[config.mk]
export PLATFORM = sky130hd
export DESIGN_NAME = ooo_core_top
export DESIGN_NICKNAME = d
export VERILOG_FILES = /design/src/core_pkg.sv /design/src/ooo_core_top.sv /design/src/alu_stage.sv /design/src/issue_stage.sv /design/src/phys_regfile.sv /design/src/reorder_buffer.sv /design/src/rename_stage.sv /design/src/free_list.sv
export VERILOG_INCLUDE_DIRS = /design/src /design/src/src
export SDC_FILE = /design/constraint.sdc
export NUM_CORES = 2
export LEC_CHECK = 0
export BUFFER_PORTS_ARGS = -buffer_cell sky130_fd_sc_hd__buf_2
export CORE_MARGIN = 8
export CORE_UTILIZATION = 35
export CTS_CLUSTER_SIZE = 30
export DETAILED_ROUTE_END_ITERATION = 10
export HOLD_SLACK_MARGIN = 0.03
export PLACE_DENSITY_LB_ADDON = 0.3
export SLEW_MARGIN = 20
export SYNTH_ARGS = -nofsm -noshare
export SYNTH_HDL_FRONTEND = slang
export SYNTH_SLANG_ARGS = --single-unit
[constraint.sdc]
create_clock -name clock -period 7.5 [get_ports clock]
set_input_delay 0.75 -clock clock [delete_from_list [all_inputs] [get_ports clock]]
set_output_delay 0.75 -clock clock [all_outputs]
set_load 0.1 [all_outputs]
[src/core_config.svh]
// core sizes
// data width, register counts, reorder-buffer depth
`ifndef CORE_CONFIG_SVH
`define CORE_CONFIG_SVH

// datapath width
`define CORE_XLEN       32

// register counts
`define CORE_NUM_AR     32  // x0..x31
`define CORE_NUM_PR     48  // 16 spare for renaming

// in-flight window, one entry per instruction in the core
`define CORE_ROB_DEPTH  8

`endif
[src/core_pkg.sv]
// core types: instruction word views, opcodes, function codes,
// alu ops, register and rob index types
`include "core_config.svh"

package core_pkg;

    typedef logic [$clog2(`CORE_NUM_AR)-1:0]    ar_idx_t;   // 5 bits
    typedef logic [$clog2(`CORE_NUM_PR)-1:0]    pr_idx_t;   // 6 bits
    typedef logic [$clog2(`CORE_ROB_DEPTH)-1:0] rob_idx_t;  // 3 bits
    typedef logic [`CORE_XLEN-1:0]              word_t;

    // major opcodes the alu takes
    typedef enum logic [6:0] {
        OP_REG = 7'b0110011,  // add sub and or xor
        OP_IMM = 7'b0010011   // addi andi ori xori
    } opcode_e;

    // funct3 / funct7 codes of the kept ops
    localparam logic [2:0] F3_ADD  = 3'b000;  // also sub
    localparam logic [2:0] F3_XOR  = 3'b100;
    localparam logic [2:0] F3_OR   = 3'b110;
    localparam logic [2:0] F3_AND  = 3'b111;
    localparam logic [6:0] F7_BASE = 7'b0000000;
    localparam logic [6:0] F7_SUB  = 7'b0100000;

    typedef enum logic [2:0] {
        ALU_ADD,
        ALU_SUB,
        ALU_AND,
        ALU_OR,
        ALU_XOR
    } alu_op_e;

    ////////////////////////////////////////
    // one instruction word, two decodings
    ////////////////////////////////////////
    typedef union packed {
        struct packed {
            logic [6:0]  funct7;
            ar_idx_t     rs2;
            ar_idx_t     rs1;
            logic [2:0]  funct3;
            ar_idx_t     rd;
            logic [6:0]  opcode;
        } r_fmt;
        struct packed {
            logic [11:0] imm;      // sign extended at rename
            ar_idx_t     rs1;
            logic [2:0]  funct3;
            ar_idx_t     rd;
            logic [6:0]  opcode;
        } i_fmt;
    } inst_t;

endpackage

[src/ooo_core_top.sv]
// top level of the one-wide core
// rename, free list, issue, register file, alu and rob
`timescale 1ns/100ps

module ooo_core_top (
    input  logic              clock,
    input  logic              arst_n,
    input  logic              inst_valid,
    input  core_pkg::inst_t   inst_word,
    output logic              inst_ready,
    output logic              retire_valid,
    output core_pkg::ar_idx_t retire_rd,
    output core_pkg::word_t   retire_value,
    input  logic              retire_ready
);
    import core_pkg::*;

    ////////////////////////////////////////
    // rename, free list, rob allocation
    ////////////////////////////////////////
    logic      free_valid;
    pr_idx_t   free_pr;
    logic      fl_pop;
    logic      fl_push;
    pr_idx_t   fl_push_pr;
    logic      rob_full;
    rob_idx_t  rob_tail;
    logic      rob_alloc;
    ar_idx_t   alloc_rd;
    pr_idx_t   alloc_new_pr;
    pr_idx_t   alloc_old_pr;

    // rename -> issue
    logic      ren_valid;
    logic      ren_ready;
    pr_idx_t   ren_rs1_pr;
    pr_idx_t   ren_rs2_pr;
    pr_idx_t   ren_dst_pr;
    logic      ren_dest_write;
    rob_idx_t  ren_rob;
    alu_op_e   ren_op;
    word_t     ren_imm;
    logic      ren_use_imm;

    // issue <-> register file
    pr_idx_t   rd1_pr;
    pr_idx_t   rd2_pr;
    word_t     rd1_value;
    logic      rd1_ready;
    word_t     rd2_value;
    logic      rd2_ready;

    // issue -> alu
    logic      exe_valid;
    word_t     exe_a;
    word_t     exe_b;
    alu_op_e   exe_op;
    pr_idx_t   exe_dst_pr;
    logic      exe_dest_write;
    rob_idx_t  exe_rob;

    // writeback and completion
    logic      wb_en;
    pr_idx_t   wb_pr;
    word_t     wb_value;
    logic      cmp_valid;
    rob_idx_t  cmp_rob;
    word_t     cmp_value;

    ////////////////////////////////////////
    // stages, port names match the wires
    ////////////////////////////////////////
    rename_stage   u_rename_stage   (.*);
    free_list      u_free_list      (.*);
    issue_stage    u_issue_stage    (.*);
    alu_stage      u_alu_stage      (.*);
    reorder_buffer u_reorder_buffer (.*);

    phys_regfile u_phys_regfile (
        .*,
        .clr_en (fl_pop),   // new destination not ready until written
        .clr_pr (free_pr)
    );

endmodule

[src/alu_stage.sv]
// alu stage: computes the op, registers the result,
// writes back to the register file and completes in the rob
`timescale 1ns/100ps

module alu_stage (
    input  logic               clock,
    input  logic               arst_n,
    input  logic               exe_valid,
    input  core_pkg::word_t    exe_a,
    input  core_pkg::word_t    exe_b,     // rs2 or immediate
    input  core_pkg::alu_op_e  exe_op,
    input  core_pkg::pr_idx_t  exe_dst_pr,
    input  logic               exe_dest_write,
    input  core_pkg::rob_idx_t exe_rob,
    output logic               wb_en,
    output core_pkg::pr_idx_t  wb_pr,
    output core_pkg::word_t    wb_value,
    output logic               cmp_valid,
    output core_pkg::rob_idx_t cmp_rob,
    output core_pkg::word_t    cmp_value
);
    import core_pkg::*;

    word_t result;
    word_t result_q;

    always_comb begin
        case (exe_op)
            ALU_ADD: result = exe_a + exe_b;
            ALU_SUB: result = exe_a - exe_b;
            ALU_AND: result = exe_a & exe_b;
            ALU_OR:  result = exe_a | exe_b;
            ALU_XOR: result = exe_a ^ exe_b;
            default: result = '0;
        endcase
    end

    always_ff @(posedge clock or negedge arst_n) begin
        if (!arst_n) begin
            wb_en     <= 1'b0;
            cmp_valid <= 1'b0;
        end else begin
            wb_en     <= exe_valid && exe_dest_write;
            cmp_valid <= exe_valid;  // every op completes, even no-write ones
        end
    end

    always_ff @(posedge clock) begin
        if (exe_valid) begin
            result_q <= result;
            wb_pr    <= exe_dst_pr;
            cmp_rob  <= exe_rob;
        end
    end

    // one result register feeds both writeback paths
    assign wb_value  = result_q;
    assign cmp_value = result_q;

endmodule

[src/issue_stage.sv]
// issue stage: one-entry holding register, waits for ready sources
// then fires into the alu in program order
`timescale 1ns/100ps

module issue_stage (
    input  logic               clock,
    input  logic               arst_n,
    input  logic               ren_valid,
    input  core_pkg::pr_idx_t  ren_rs1_pr,
    input  core_pkg::pr_idx_t  ren_rs2_pr,
    input  core_pkg::pr_idx_t  ren_dst_pr,
    input  logic               ren_dest_write,
    input  core_pkg::rob_idx_t ren_rob,
    input  core_pkg::alu_op_e  ren_op,
    input  core_pkg::word_t    ren_imm,
    input  logic               ren_use_imm,
    output logic               ren_ready,
    output core_pkg::pr_idx_t  rd1_pr,
    output core_pkg::pr_idx_t  rd2_pr,
    input  core_pkg::word_t    rd1_value,
    input  logic               rd1_ready,
    input  core_pkg::word_t    rd2_value,
    input  logic               rd2_ready,
    output logic               exe_valid,
    output core_pkg::word_t    exe_a,
    output core_pkg::word_t    exe_b,
    output core_pkg::alu_op_e  exe_op,
    output core_pkg::pr_idx_t  exe_dst_pr,
    output logic               exe_dest_write,
    output core_pkg::rob_idx_t exe_rob
);
    import core_pkg::*;

    logic       iss_valid;
    logic       load;
    logic       fire;
    pr_idx_t    iss_rs1_pr;
    pr_idx_t    iss_rs2_pr;
    word_t      iss_imm;
    logic       iss_use_imm;

    assign rd1_pr = iss_rs1_pr;  // register file lookups
    assign rd2_pr = iss_rs2_pr;

    // second source unused under an immediate
    assign fire      = iss_valid && rd1_ready && (iss_use_imm || rd2_ready);
    assign ren_ready = !iss_valid || fire;
    assign load      = ren_valid && ren_ready;

    assign exe_valid = fire;
    assign exe_a     = rd1_value;
    assign exe_b     = iss_use_imm ? iss_imm : rd2_value;

    always_ff @(posedge clock or negedge arst_n) begin
        if (!arst_n) begin
            iss_valid <= 1'b0;
        end else if (load) begin
            iss_valid <= 1'b1;
        end else if (fire) begin
            iss_valid <= 1'b0;
        end
    end

    always_ff @(posedge clock) begin
        if (load) begin
            iss_rs1_pr     <= ren_rs1_pr;
            iss_rs2_pr     <= ren_rs2_pr;
            iss_imm        <= ren_imm;
            iss_use_imm    <= ren_use_imm;
            exe_op         <= ren_op;
            exe_dst_pr     <= ren_dst_pr;
            exe_dest_write <= ren_dest_write;
            exe_rob        <= ren_rob;
        end
    end

endmodule

[src/phys_regfile.sv]
// physical register file with ready bits
// two combinational reads, one writeback, ready clear on allocation
`timescale 1ns/100ps
`include "core_config.svh"

module phys_regfile (
    input  logic              clock,
    input  logic              arst_n,
    input  core_pkg::pr_idx_t rd1_pr,
    input  core_pkg::pr_idx_t rd2_pr,
    output core_pkg::word_t   rd1_value,
    output logic              rd1_ready,
    output core_pkg::word_t   rd2_value,
    output logic              rd2_ready,
    input  logic              wb_en,     // from alu, sets ready
    input  core_pkg::pr_idx_t wb_pr,
    input  core_pkg::word_t   wb_value,
    input  logic              clr_en,    // rename allocated a register
    input  core_pkg::pr_idx_t clr_pr
);
    import core_pkg::*;

    word_t  regs  [`CORE_NUM_PR];
    logic   ready [`CORE_NUM_PR];

    // no bypass, a write shows after the edge
    assign rd1_value = regs[rd1_pr];
    assign rd1_ready = ready[rd1_pr];
    assign rd2_value = regs[rd2_pr];
    assign rd2_ready = ready[rd2_pr];

    always_ff @(posedge clock or negedge arst_n) begin
        if (!arst_n) begin
            for (int i = 0; i < `CORE_NUM_PR; i++) begin
                regs[i]  <= '0;
                ready[i] <= (i < `CORE_NUM_AR);  // identity-mapped, zero valued
            end
        end else begin
            if (clr_en) begin
                ready[clr_pr] <= 1'b0;
            end
            if (wb_en) begin
                regs[wb_pr]  <= wb_value;
                ready[wb_pr] <= 1'b1;  // free regs never written, no clash with clr
            end
        end
    end

endmodule

[src/reorder_buffer.sv]
// reorder buffer: in-order entry queue, completion marking,
// retire port and return of replaced registers to the free list
`timescale 1ns/100ps
`include "core_config.svh"

module reorder_buffer (
    input  logic               clock,
    input  logic               arst_n,
    input  logic               rob_alloc,
    input  core_pkg::ar_idx_t  alloc_rd,
    input  core_pkg::pr_idx_t  alloc_new_pr,
    input  core_pkg::pr_idx_t  alloc_old_pr,
    output logic               rob_full,
    output core_pkg::rob_idx_t rob_tail,
    input  logic               cmp_valid,
    input  core_pkg::rob_idx_t cmp_rob,
    input  core_pkg::word_t    cmp_value,
    output logic               fl_push,
    output core_pkg::pr_idx_t  fl_push_pr,
    output logic               retire_valid,
    output core_pkg::ar_idx_t  retire_rd,
    output core_pkg::word_t    retire_value,
    input  logic               retire_ready
);
    import core_pkg::*;

    localparam int DEPTH = `CORE_ROB_DEPTH;
    localparam int CNT_W = $clog2(DEPTH) + 1;

    // entry fields
    logic       done   [DEPTH];
    ar_idx_t    rd_q   [DEPTH];
    pr_idx_t    new_pr [DEPTH];
    pr_idx_t    old_pr [DEPTH];
    word_t      value  [DEPTH];

    rob_idx_t   head;
    rob_idx_t   tail;
    logic [CNT_W-1:0] count;
    logic       head_wrote;
    logic       retire;

    assign rob_full = (count == DEPTH[CNT_W-1:0]);
    assign rob_tail = tail;

    ////////////////////////////////////////
    // retire side
    ////////////////////////////////////////
    assign retire_valid = (count != '0) && done[head];
    assign retire       = retire_valid && retire_ready;
    // a renamed entry never keeps the mapping it replaced
    assign head_wrote   = (new_pr[head] != old_pr[head]);
    assign retire_rd    = head_wrote ? rd_q[head] : '0;
    assign retire_value = head_wrote ? value[head] : '0;
    assign fl_push      = retire && head_wrote;
    assign fl_push_pr   = old_pr[head];

    always_ff @(posedge clock or negedge arst_n) begin
        if (!arst_n) begin
            head  <= '0;
            tail  <= '0;
            count <= '0;
            for (int i = 0; i < DEPTH; i++) begin
                done[i] <= 1'b0;
            end
        end else begin
            if (cmp_valid) begin
                done[cmp_rob] <= 1'b1;
            end
            if (rob_alloc) begin
                done[tail] <= 1'b0;  // tail slot is free, never the cmp target
                tail       <= tail + 1'b1;
            end
            if (retire) begin
                head <= head + 1'b1;
            end
            count <= count + rob_alloc - retire;
        end
    end

    // entry payload
    always_ff @(posedge clock) begin
        if (rob_alloc) begin
            rd_q[tail]   <= alloc_rd;
            new_pr[tail] <= alloc_new_pr;
            old_pr[tail] <= alloc_old_pr;
        end
        if (cmp_valid) begin
            value[cmp_rob] <= cmp_value;
        end
    end

endmodule

[src/rename_stage.sv]
// rename stage: decode, map table, free register and rob allocation,
// output register toward issue
`timescale 1ns/100ps
`include "core_config.svh"

module rename_stage (
    input  logic               clock,
    input  logic               arst_n,
    input  logic               inst_valid,
    input  core_pkg::inst_t    inst_word,
    output logic               inst_ready,
    input  logic               free_valid,
    input  core_pkg::pr_idx_t  free_pr,
    output logic               fl_pop,
    input  logic               rob_full,
    input  core_pkg::rob_idx_t rob_tail,
    output logic               rob_alloc,
    output core_pkg::ar_idx_t  alloc_rd,
    output core_pkg::pr_idx_t  alloc_new_pr,
    output core_pkg::pr_idx_t  alloc_old_pr,
    output logic               ren_valid,
    input  logic               ren_ready,
    output core_pkg::pr_idx_t  ren_rs1_pr,
    output core_pkg::pr_idx_t  ren_rs2_pr,
    output core_pkg::pr_idx_t  ren_dst_pr,
    output logic               ren_dest_write,
    output core_pkg::rob_idx_t ren_rob,
    output core_pkg::alu_op_e  ren_op,
    output core_pkg::word_t    ren_imm,
    output logic               ren_use_imm
);
    import core_pkg::*;

    pr_idx_t    map_table [`CORE_NUM_AR];  // arch -> phys, speculative

    logic       is_reg;
    logic       is_imm;
    logic       f3_ok;
    logic       f7_ok;
    logic       dest_write;
    logic       accept;
    logic [2:0] funct3;
    ar_idx_t    rs1;
    ar_idx_t    rs2;
    ar_idx_t    rd;
    alu_op_e    op;
    word_t      imm;

    ////////////////////////////////////////
    // decode
    ////////////////////////////////////////
    assign is_reg = (inst_word.r_fmt.opcode == OP_REG);
    assign is_imm = (inst_word.i_fmt.opcode == OP_IMM);

    always_comb begin
        rs2   = '0;  // x0 maps to p0, always ready
        imm   = '0;
        f7_ok = 1'b1;
        if (is_imm) begin
            rs1    = inst_word.i_fmt.rs1;
            rd     = inst_word.i_fmt.rd;
            funct3 = inst_word.i_fmt.funct3;
            imm    = {{(`CORE_XLEN-12){inst_word.i_fmt.imm[11]}}, inst_word.i_fmt.imm};
        end else begin
            rs1    = inst_word.r_fmt.rs1;
            rs2    = inst_word.r_fmt.rs2;
            rd     = inst_word.r_fmt.rd;
            funct3 = inst_word.r_fmt.funct3;
            f7_ok  = (inst_word.r_fmt.funct7 == F7_BASE) ||
                     (inst_word.r_fmt.funct7 == F7_SUB && funct3 == F3_ADD);
        end
        f3_ok = 1'b1;
        case (funct3)
            F3_ADD:  op = (!is_imm && inst_word.r_fmt.funct7 == F7_SUB) ? ALU_SUB : ALU_ADD;
            F3_XOR:  op = ALU_XOR;
            F3_OR:   op = ALU_OR;
            F3_AND:  op = ALU_AND;
            default: begin
                op    = ALU_ADD;
                f3_ok = 1'b0;  // shifts and compares not kept
            end
        endcase
    end

    // unsupported or x0 destination: passes through, writes nothing
    assign dest_write = (is_reg || is_imm) && f3_ok && f7_ok && (rd != '0);

    ////////////////////////////////////////
    // accept and allocation
    ////////////////////////////////////////
    assign inst_ready   = (!ren_valid || ren_ready) && !rob_full && free_valid;
    assign accept       = inst_valid && inst_ready;
    assign fl_pop       = accept && dest_write;
    assign rob_alloc    = accept;
    assign alloc_rd     = rd;
    assign alloc_old_pr = map_table[rd];
    assign alloc_new_pr = dest_write ? free_pr : map_table[rd];  // same as old if no rename

    always_ff @(posedge clock or negedge arst_n) begin
        if (!arst_n) begin
            ren_valid <= 1'b0;
            for (int i = 0; i < `CORE_NUM_AR; i++) begin
                map_table[i] <= pr_idx_t'(i);  // identity
            end
        end else begin
            if (accept) begin
                ren_valid <= 1'b1;
            end else if (ren_ready) begin
                ren_valid <= 1'b0;
            end
            if (fl_pop) begin
                map_table[rd] <= free_pr;
            end
        end
    end

    // sources read the map before this instruction's own update
    always_ff @(posedge clock) begin
        if (accept) begin
            ren_rs1_pr     <= map_table[rs1];
            ren_rs2_pr     <= map_table[rs2];
            ren_dst_pr     <= free_pr;
            ren_dest_write <= dest_write;
            ren_rob        <= rob_tail;
            ren_op         <= op;
            ren_imm        <= imm;
            ren_use_imm    <= is_imm;
        end
    end

endmodule

[src/free_list.sv]
// free list of unmapped physical registers
// circular queue, popped by rename, pushed at retire
`timescale 1ns/100ps
`include "core_config.svh"

module free_list (
    input  logic              clock,
    input  logic              arst_n,
    input  logic              fl_pop,      // rename takes free_pr
    input  logic              fl_push,     // retire returns an old mapping
    input  core_pkg::pr_idx_t fl_push_pr,
    output logic              free_valid,
    output core_pkg::pr_idx_t free_pr
);
    import core_pkg::*;

    localparam int FL_DEPTH = `CORE_NUM_PR - `CORE_NUM_AR;
    localparam int FL_IDX_W = $clog2(FL_DEPTH);

    pr_idx_t             fl_mem [FL_DEPTH];
    logic [FL_IDX_W-1:0] head;
    logic [FL_IDX_W-1:0] tail;
    logic [FL_IDX_W:0]   count;

    assign free_valid = (count != '0);
    assign free_pr    = fl_mem[head];  // next register handed out

    always_ff @(posedge clock or negedge arst_n) begin
        if (!arst_n) begin
            for (int i = 0; i < FL_DEPTH; i++) begin
                fl_mem[i] <= pr_idx_t'(`CORE_NUM_AR + i);  // 32 upward
            end
            head  <= '0;
            tail  <= '0;  // full, tail sits on head
            count <= FL_DEPTH[FL_IDX_W:0];
        end else begin
            if (fl_push) begin
                fl_mem[tail] <= fl_push_pr;
                tail         <= tail + 1'b1;  // power-of-two depth wraps
            end
            if (fl_pop) begin
                head <= head + 1'b1;
            end
            case ({fl_push, fl_pop})
                2'b10:   count <= count + 1'b1;
                2'b01:   count <= count - 1'b1;
                default: count <= count;  // idle, or push and pop together
            endcase
        end
    end

endmodule

# Word-level counts from Yosys, hierarchy flattened
# Memories as Yosys holds them, arrays and structs flattened.
# Index checks and enable logic that the tools add are counted.
totals:
  ram_bits: 392
  input_bits: 36
  memories: 4
  ff_bits: 2024
classes:
  magnitude_cmp: 18
  n_bitwise: 21
  n_mux: 67
  eq_ne: 14
  n_addsub: 10
  reduce_logical: 41
mem_list:
  columns: ["name", "words", "word_bits", "rd", "rd_clocked_by_memory_dff", "write_ports", "line", "rtl"]
  rows:
  - ["u_reorder_buffer.value", 8, 32, 1, 0, 1, "reorder_buffer.sv:35", "word_t value [DEPTH];"]
  - ["u_reorder_buffer.new_pr", 8, 6, 1, 0, 1, "reorder_buffer.sv:33", "pr_idx_t new_pr [DEPTH];"]
  - ["u_reorder_buffer.old_pr", 8, 6, 1, 0, 1, "reorder_buffer.sv:34", "pr_idx_t old_pr [DEPTH];"]
  - ["u_reorder_buffer.rd_q", 8, 5, 1, 0, 1, "reorder_buffer.sv:32", "ar_idx_t rd_q [DEPTH];"]
ops:
  columns: ["op", "count"]
  rows:
  - ["bitwise mux 1536 bit", 1]
  - ["binary-select mux 32 bit (select 6 bit)", 2]
  - ["2-to-1 mux 32 bit", 7]
  - ["bitwise mux 192 bit", 1]
  - ["demux 32 bit (select 6 bit)", 1]
  - ["one-hot mux 32 bit (5 select lines)", 1]
  - ["bitwise mux 96 bit", 1]
  - ["2-to-1 mux 48 bit", 2]
  - ["binary-select mux 6 bit (select 5 bit)", 3]
  - ["2-to-1 mux 6 bit", 11]
  - ["bitwise AND 48 bit", 1]
  - ["NOT 48 bit", 1]
  - ["bitwise OR 48 bit", 1]
  - ["adder 32 bit", 1]
  - ["bitwise AND 32 bit", 1]
  - ["bitwise OR 32 bit", 1]
  - ["subtractor 32 bit", 1]
  - ["XOR 32 bit", 1]
  - ["demux 6 bit (select 5 bit)", 1]
  - ["greater-or-equal comparator 7 bit, second input constant", 4]
  - ["NOT 6 -> 7 bit", 4]
  - ["binary-select mux 6 bit (select 4 bit)", 1]
  - ["demux 6 bit (select 4 bit)", 1]
  - ["logical AND 1 bit", 22]
  - ["45 further kinds", 100]

# Logic depth before layout (Yosys ltp)
depth:
  depth_word: 15
  depth_mapped: 30

# Cells and area by module
# From an unflattened synthesis, not the netlist that was laid out.
hier_totals:
  hier_cells: 8272
  hier_area_um2: 126884.2
by_module_without_submodules:
  columns: ["module", "cells_per_inst", "area_per_inst_um2", "n_inst", "seq_area_each_um2"]
  rows:
  - ["phys_regfile", 5294, 83164.8, 1, 39678.1]
  - ["reorder_buffer", 722, 16020.4, 1, 12221.7]
  - ["rename_stage", 1087, 14156.1, 1, 6070.8]
  - ["alu_stage", 692, 5746.8, 1, 1281.2]
  - ["free_list", 344, 5213.8, 1, 2788.9]
  - ["issue_stage", 133, 2582.5, 1, 1766.7]

# Least setup slack after synthesis
# OpenSTA, ideal clock, no wires.
synth_path:
  path_kind: "reg-to-reg"
  startpoint: "register u_issue_stage.iss_rs1_pr[0], in the netlist u_issue_stage.rd1_pr[0]"
  endpoint: "register u_alu_stage.result_q[18], in the netlist u_alu_stage.cmp_value[18] (data pin)"
  arrival_time_ps: 5965
  path_buffers: 6
  period_less_slack_ps: 6221
  setup_slack_ps: 1279
  required_ps: 7244
  stages_incl_launch_ff: 24
  cell_sequence: "edfxtp_1 buf_4 buf_4 buf_2 clkbuf_1 buf_1 buf_1 mux4_2 mux2i_1 nor2_1 a21oi_1 o22a_1 ha_1 inv_1 fa_1 a21o_1 a21oi_1 o21bai_1 a2111oi_0 o31ai_1 a21oi_1 o21bai_1 a211o_1 a31o_2"
synth_via:
  elab_chain_cells: 6
  word_cells_on_any_way: 10
  classes_between: "add/sub (2); mux (4); bitwise (4)"
synth_rtl:
  columns: ["item", "line", "rtl"]
  rows:
  - ["start, declared", "issue_stage.sv:37", "pr_idx_t iss_rs1_pr;"]
  - ["start signal, assigned", "issue_stage.sv:66", "iss_rs1_pr <= ren_rs1_pr;"]
  - ["NOT 6 -> 7 bit (not written as such) *", "phys_regfile.sv:27", "assign rd1_value = regs[rd1_pr];"]
  - ["binary-select mux 32 bit (select 6 bit) *", "phys_regfile.sv:27", null]
  - ["2-to-1 mux 32 bit (not written as such) * (2 in series)", "phys_regfile.sv:27", null]
  - ["subtractor 32 bit (tied with other cells)", "alu_stage.sv:30", "ALU_SUB: result = exe_a - exe_b;"]
  - ["one-hot mux 32 bit (5 select lines) *", "alu_stage.sv:28", "case (exe_op)"]
  - ["end signal, assigned", "alu_stage.sv:50", "result_q <= result;"]
  - ["end, declared", "alu_stage.sv:25", "word_t result_q;"]
# Mark *: on every way between the ends. The rest lies on a longest branch, timed or not. The select of a mux whose other input is x is not followed.
# A chain may end at the register's enable or synchronous reset.

# Worst setup path after layout
layout_path:
  startpoint: "register u_issue_stage.iss_rs2_pr[3], in the netlist u_issue_stage.rd2_pr[3]"
  endpoint: "register u_alu_stage.result_q[30], in the netlist u_alu_stage.cmp_value[30] (data pin)"
layout_via:
  elab_chain_cells: 7
  word_cells_on_any_way: 11
  classes_between: "add/sub (2); mux (5); bitwise (4)"
layout_rtl:
  columns: ["item", "line", "rtl"]
  rows:
  - ["start, declared", "issue_stage.sv:38", "pr_idx_t iss_rs2_pr;"]
  - ["start signal, assigned", "issue_stage.sv:67", "iss_rs2_pr <= ren_rs2_pr;"]
  - ["NOT 6 -> 7 bit (not written as such) *", "phys_regfile.sv:29", "assign rd2_value = regs[rd2_pr];"]
  - ["binary-select mux 32 bit (select 6 bit) *", "phys_regfile.sv:29", null]
  - ["2-to-1 mux 32 bit (not written as such) * (2 in series)", "phys_regfile.sv:29", null]
  - ["2-to-1 mux 32 bit *", "issue_stage.sv:52", "assign exe_b = iss_use_imm ? iss_imm : rd2_value;"]
  - ["subtractor 32 bit (tied with other cells)", "alu_stage.sv:30", null]
  - ["one-hot mux 32 bit (5 select lines) *", "alu_stage.sv:28", null]
# Marked as above.

==> run_results.csv <==
group,metric,value,unit
worst_setup_path,crit_family,"compound AO/OA/AOI/OAI gates",
global_route,grtUsageMet1,0.307,
clocking,path_clk_slew,60,ps
clocking,cts_made_buffers,280,
sta,rsz0062_at_grt,"no",
worst_setup_path,worst-setup-path-type,"reg2reg",
yosys,avgSynthCellArea,14.9,µm²
yosys,synth_edf_count,509,
worst_setup_path,r2r_end,"u_alu_stage.cmp_value[30]",
place,routabilityCongestion,0.911,
global_route,gr-usage-met3,0.0450,
min_path,hold_class,"in2reg",
route,drcViolationCount,0,
floorplanning,core-area,358000,µm²
layout,post-route-util,0.395,
sta,fmax,141,MHz
worst_setup_path,cp_max_fo,15,
layout,layout-drive-gt1-share,0.462,
clocking,clock_sinks,2416,
global_route,grt_pass1_vias,83000,
worst_setup_path,r2r_setup_slack,420,ps
worst_setup_path,timing.rr.start,"u_issue_stage.rd2_pr[3]",
layout,syn_to_final_growth,12.7,%
worst_setup_path,critical_path.cell_chain,"buf_4 > or3b_2 > nor2_1 > a2111oi_0 > a22oi_1 > inv_1 > nor4_4 > nand3_2 > o31ai_1 > xnor2_1 > ha_1 > nand3_1 > nor2_1 > nand3_1 > o31ai_1 > a21oi_1 > a21oi_1 > o221ai_1 > o21ai_0 > o221ai_1",
power_and_ir_drop,peakVddDrop,0.298,mV
run_status,status,"complete, no violations",
sta,setup_viol,0,
sta,fin_crit_sh,0.944,
min_path,holdPathStages,2,
layout,layout_common_cells,"mux2_2 (1774), dfrtp_1 (1743), mux4_2 (1056), edfxtp_1 (509), nand2_1 (348)",
sta,hold_viol,0,
global_route,grt_most_used_layer,"met2",
clocking,clock_latency,940,ps
route,wire_per_inst,32.9,µm
worst_setup_path,critPathMaxStageDelay,1020,ps
yosys,yosysUniqueCellTypes,94,
clocking,cts_tree,"done",
min_path,min_from,"inst_word[24]",
layout,layout_commonest_cell,"mux2_2",
route,drt_iter0_markers,8866,
floorplanning,die_area,379000,µm²
power_and_ir_drop,p_leak,60.8,nW
place,portBuffers,74,
global_route,globalRoute.totalOverflow,0,
layout,nets,8511,
run,max_cap_violations,0,
power_and_ir_drop,power_density,419,nW/µm²
clocking,cts_root_buf,"clkbuf_16",
yosys,synth_area,126000,µm²
yosys,syn-num-nets,8608,
floorplanning,chipWidth,615,µm
route,firstDrtPassIters,6,
route,avgViaCountPerCell,6.11,
clocking,max-clock-path-buffers,4,
worst_setup_path,required,8070,ps
min_path,hold-path-endpoint,"u_rename_stage.ren_imm[4]",
route,vias,81600,
global_route,grtUsageMet2,0.351,
sta,period_needed,7080,ps
sta,finalSetupTns,0,ps
floorplanning,design.portCount,75,
clocking,cts.htree.levels,5,
worst_setup_path,endpoint_kind,"register",
worst_setup_path,crit_buf_inv,2,
worst_setup_path,critPathArrivalTime,7650,ps
yosys,yosys_register_bits,2416,
global_route,grtUsageTotal,0.225,
floorplanning,die_y,615,µm
yosys,yosys_most_used_dff,"dfrtp_1",
yosys,synth_seq_area_share,0.503,
clocking,cts_setup_buffers,0,
yosys,yosys_warnings,0,
route,routed_wl,439,mm
worst_setup_path,critical-path-slowest-cell,"edfxtp_1",
place,dp_hpwl,271,mm
sta,slew_violations,0,
sta,relSlewSlack,0.144,
global_route,antenna_found_initial,30,
worst_setup_path,worstRegToRegCells,20,
sta,fin_skew,93.9,ps
floorplanning,start_util,0.351,
yosys,synthCells,8456,
global_route,grt_max_degree,187,
route,drtAntennaViolNets,0,
yosys,async_flop_share,0.789,
worst_setup_path,critPathLaunchType,"register",
sta,worst_pin_slew,1280,ps
global_route,grt_pass1_wl,630,mm
floorplanning,num_rows,220,
[cell usage after synthesis, types with 7 or more instances]
cell	instances	area (µm²)
mux2_2	1774	20000
dfrtp_1	1746	43700
mux4_2	1056	23800
clkbuf_1	551	2070
edfxtp_1	509	15300
nand2_1	380	1430
nor2_1	305	1140
mux2i_1	289	2890
o21ai_0	189	946
dfstp_2	161	4230
buf_1	149	559
a21oi_1	142	711
a22oi_1	123	923
ha_1	113	1410
inv_1	98	368
nand3_1	81	405
xnor2_1	63	552
o22ai_1	59	369
a31oi_1	55	344
and2_1	42	263
nand4_1	39	244
buf_2	37	185
nor3_1	36	180
nor2b_1	33	206
a211oi_1	31	233
buf_4	30	225
a21o_1	29	218
o221ai_1	27	236
nand2b_1	21	131
o211ai_1	19	143
and3_1	16	100
buf_6	16	180
xor2_1	15	131
a221oi_1	14	123
nor3b_1	13	97.6
o31ai_1	12	90.1
a22o_1	11	96.3
or2_2	11	68.8
nor4_1	10	62.6
o22a_1	9	78.8
inv_2	8	30.0
nand3b_1	8	60.1
a2111oi_0	7	61.3
or3_1	7	43.8
[metrics by stage]
step | hold WS (ps) | area [µm²] | instances | power [W] | setup WS (ps)
global placement | 401 | 132000 | 12800 | 0.0448 | 398
CTS | 150 | 142000 | 13300 | 0.0594 | 410
global route | 203 | 142000 | 13300 | 0.0618 | 205
detailed placement | 405 | 132000 | 12800 | 0.0454 | 427
floorplan | 400 | 126000 | 8456 | 0.0369 | 1280
finish | 219 | 142000 | 13400 | 0.0594 | 422
[final cells by class]
cell class / count / area (µm²)
inverters: 107 / 403
clock buffers: 401 / 8140
flip-flops and latches: 2416 / 63200
well taps: 4773 / 5970
repair buffers: 409 / 3460
diodes: 12 / 30.0
clock inverters: 90 / 1060
fillers: 32900 / 217000
multi-input cells: 5145 / 59400
[sequential cells by signal, indices dropped and copies added (netlist names), 4 cells and up]
name                       cells
u_phys_regfile.regs         1536
u_reorder_buffer.value       256
u_rename_stage.map_table     192
u_free_list.fl_mem            96
u_phys_regfile.ready          48
u_reorder_buffer.new_pr       48
u_reorder_buffer.old_pr       48
u_reorder_buffer.rd_q         40
u_alu_stage.cmp_value         32
u_issue_stage.iss_imm         12
u_rename_stage.ren_imm        12
u_reorder_buffer.done          8
u_alu_stage.wb_pr              6
u_issue_stage.exe_dst_pr       6
u_issue_stage.rd1_pr           6
u_issue_stage.rd2_pr           6
u_rename_stage.ren_dst_pr      6
u_rename_stage.ren_rs1_pr      6
u_rename_stage.ren_rs2_pr      6
u_free_list.count              5
u_free_list.head               4
u_free_list.tail               4
u_reorder_buffer.count         4
[power by group]
group | switching (W) | leakage, nW | internal [W]
clock | 0.00569 | 4.53 | 0.00822
combinational | 0.0145 | 25.8 | 0.0102
sequential | 0.00306 | 30.4 | 0.0177
[repair_timing]
| item | in CTS | in global routing |
|---|---|---|
| setup endpoints to repair | 0 | 2 |
| endpoints found under the hold margin | 113 | 0 |
| resized for setup | 0 | 1 |
| hold buffers | 1 | 0 |
[how the worst max path moves through the flow]
stage / from / endpoint / slack [ps] / cells after the start
2_1_floorplan: u_issue_stage.rd1_pr[0] / u_alu_stage.cmp_value[18] / 1280 / 23
3_3_place_gp: u_issue_stage.rd2_pr[3] / u_alu_stage.cmp_value[31] / 400 / 23
3_5_place_dp: u_issue_stage.rd2_pr[3] / u_alu_stage.cmp_value[31] / 430 / 23
4_1_cts: u_issue_stage.rd2_pr[3] / u_alu_stage.cmp_value[31] / 410 / 23
5_1_grt: u_issue_stage.rd2_pr[3] / u_alu_stage.cmp_value[30] / 200 / 23
6_report: u_issue_stage.rd2_pr[3] / u_alu_stage.cmp_value[30] / 420 / 20
[cell families (layout without fill, tap and decap cells)]
| family | Yosys count | count (layout) | synth area share |
|---|---|---|---|
| mux | 3122 | 3122 | 0.372 |
| flops | 2416 | 2416 | 0.503 |
| simple gates | 1044 | 1044 | 0.0385 |
| buf+inv | 895 | 1007 | 0.0294 |
| compound gates | 785 | 785 | 0.0405 |
| fa+ha+maj | 116 | 116 | 0.0117 |
| xor+xnor | 78 | 78 | 0.00543 |
| other cells | 0 | 12 | 0 |
[metal layers]
metal	vias to the layer above	wire length, µm
li1	32500	-
met1	44200	181000
met2	3919	202000
met3	1026	34400
met4	22	21600
met5	-	154
Power figures use the tool's default switching activity.
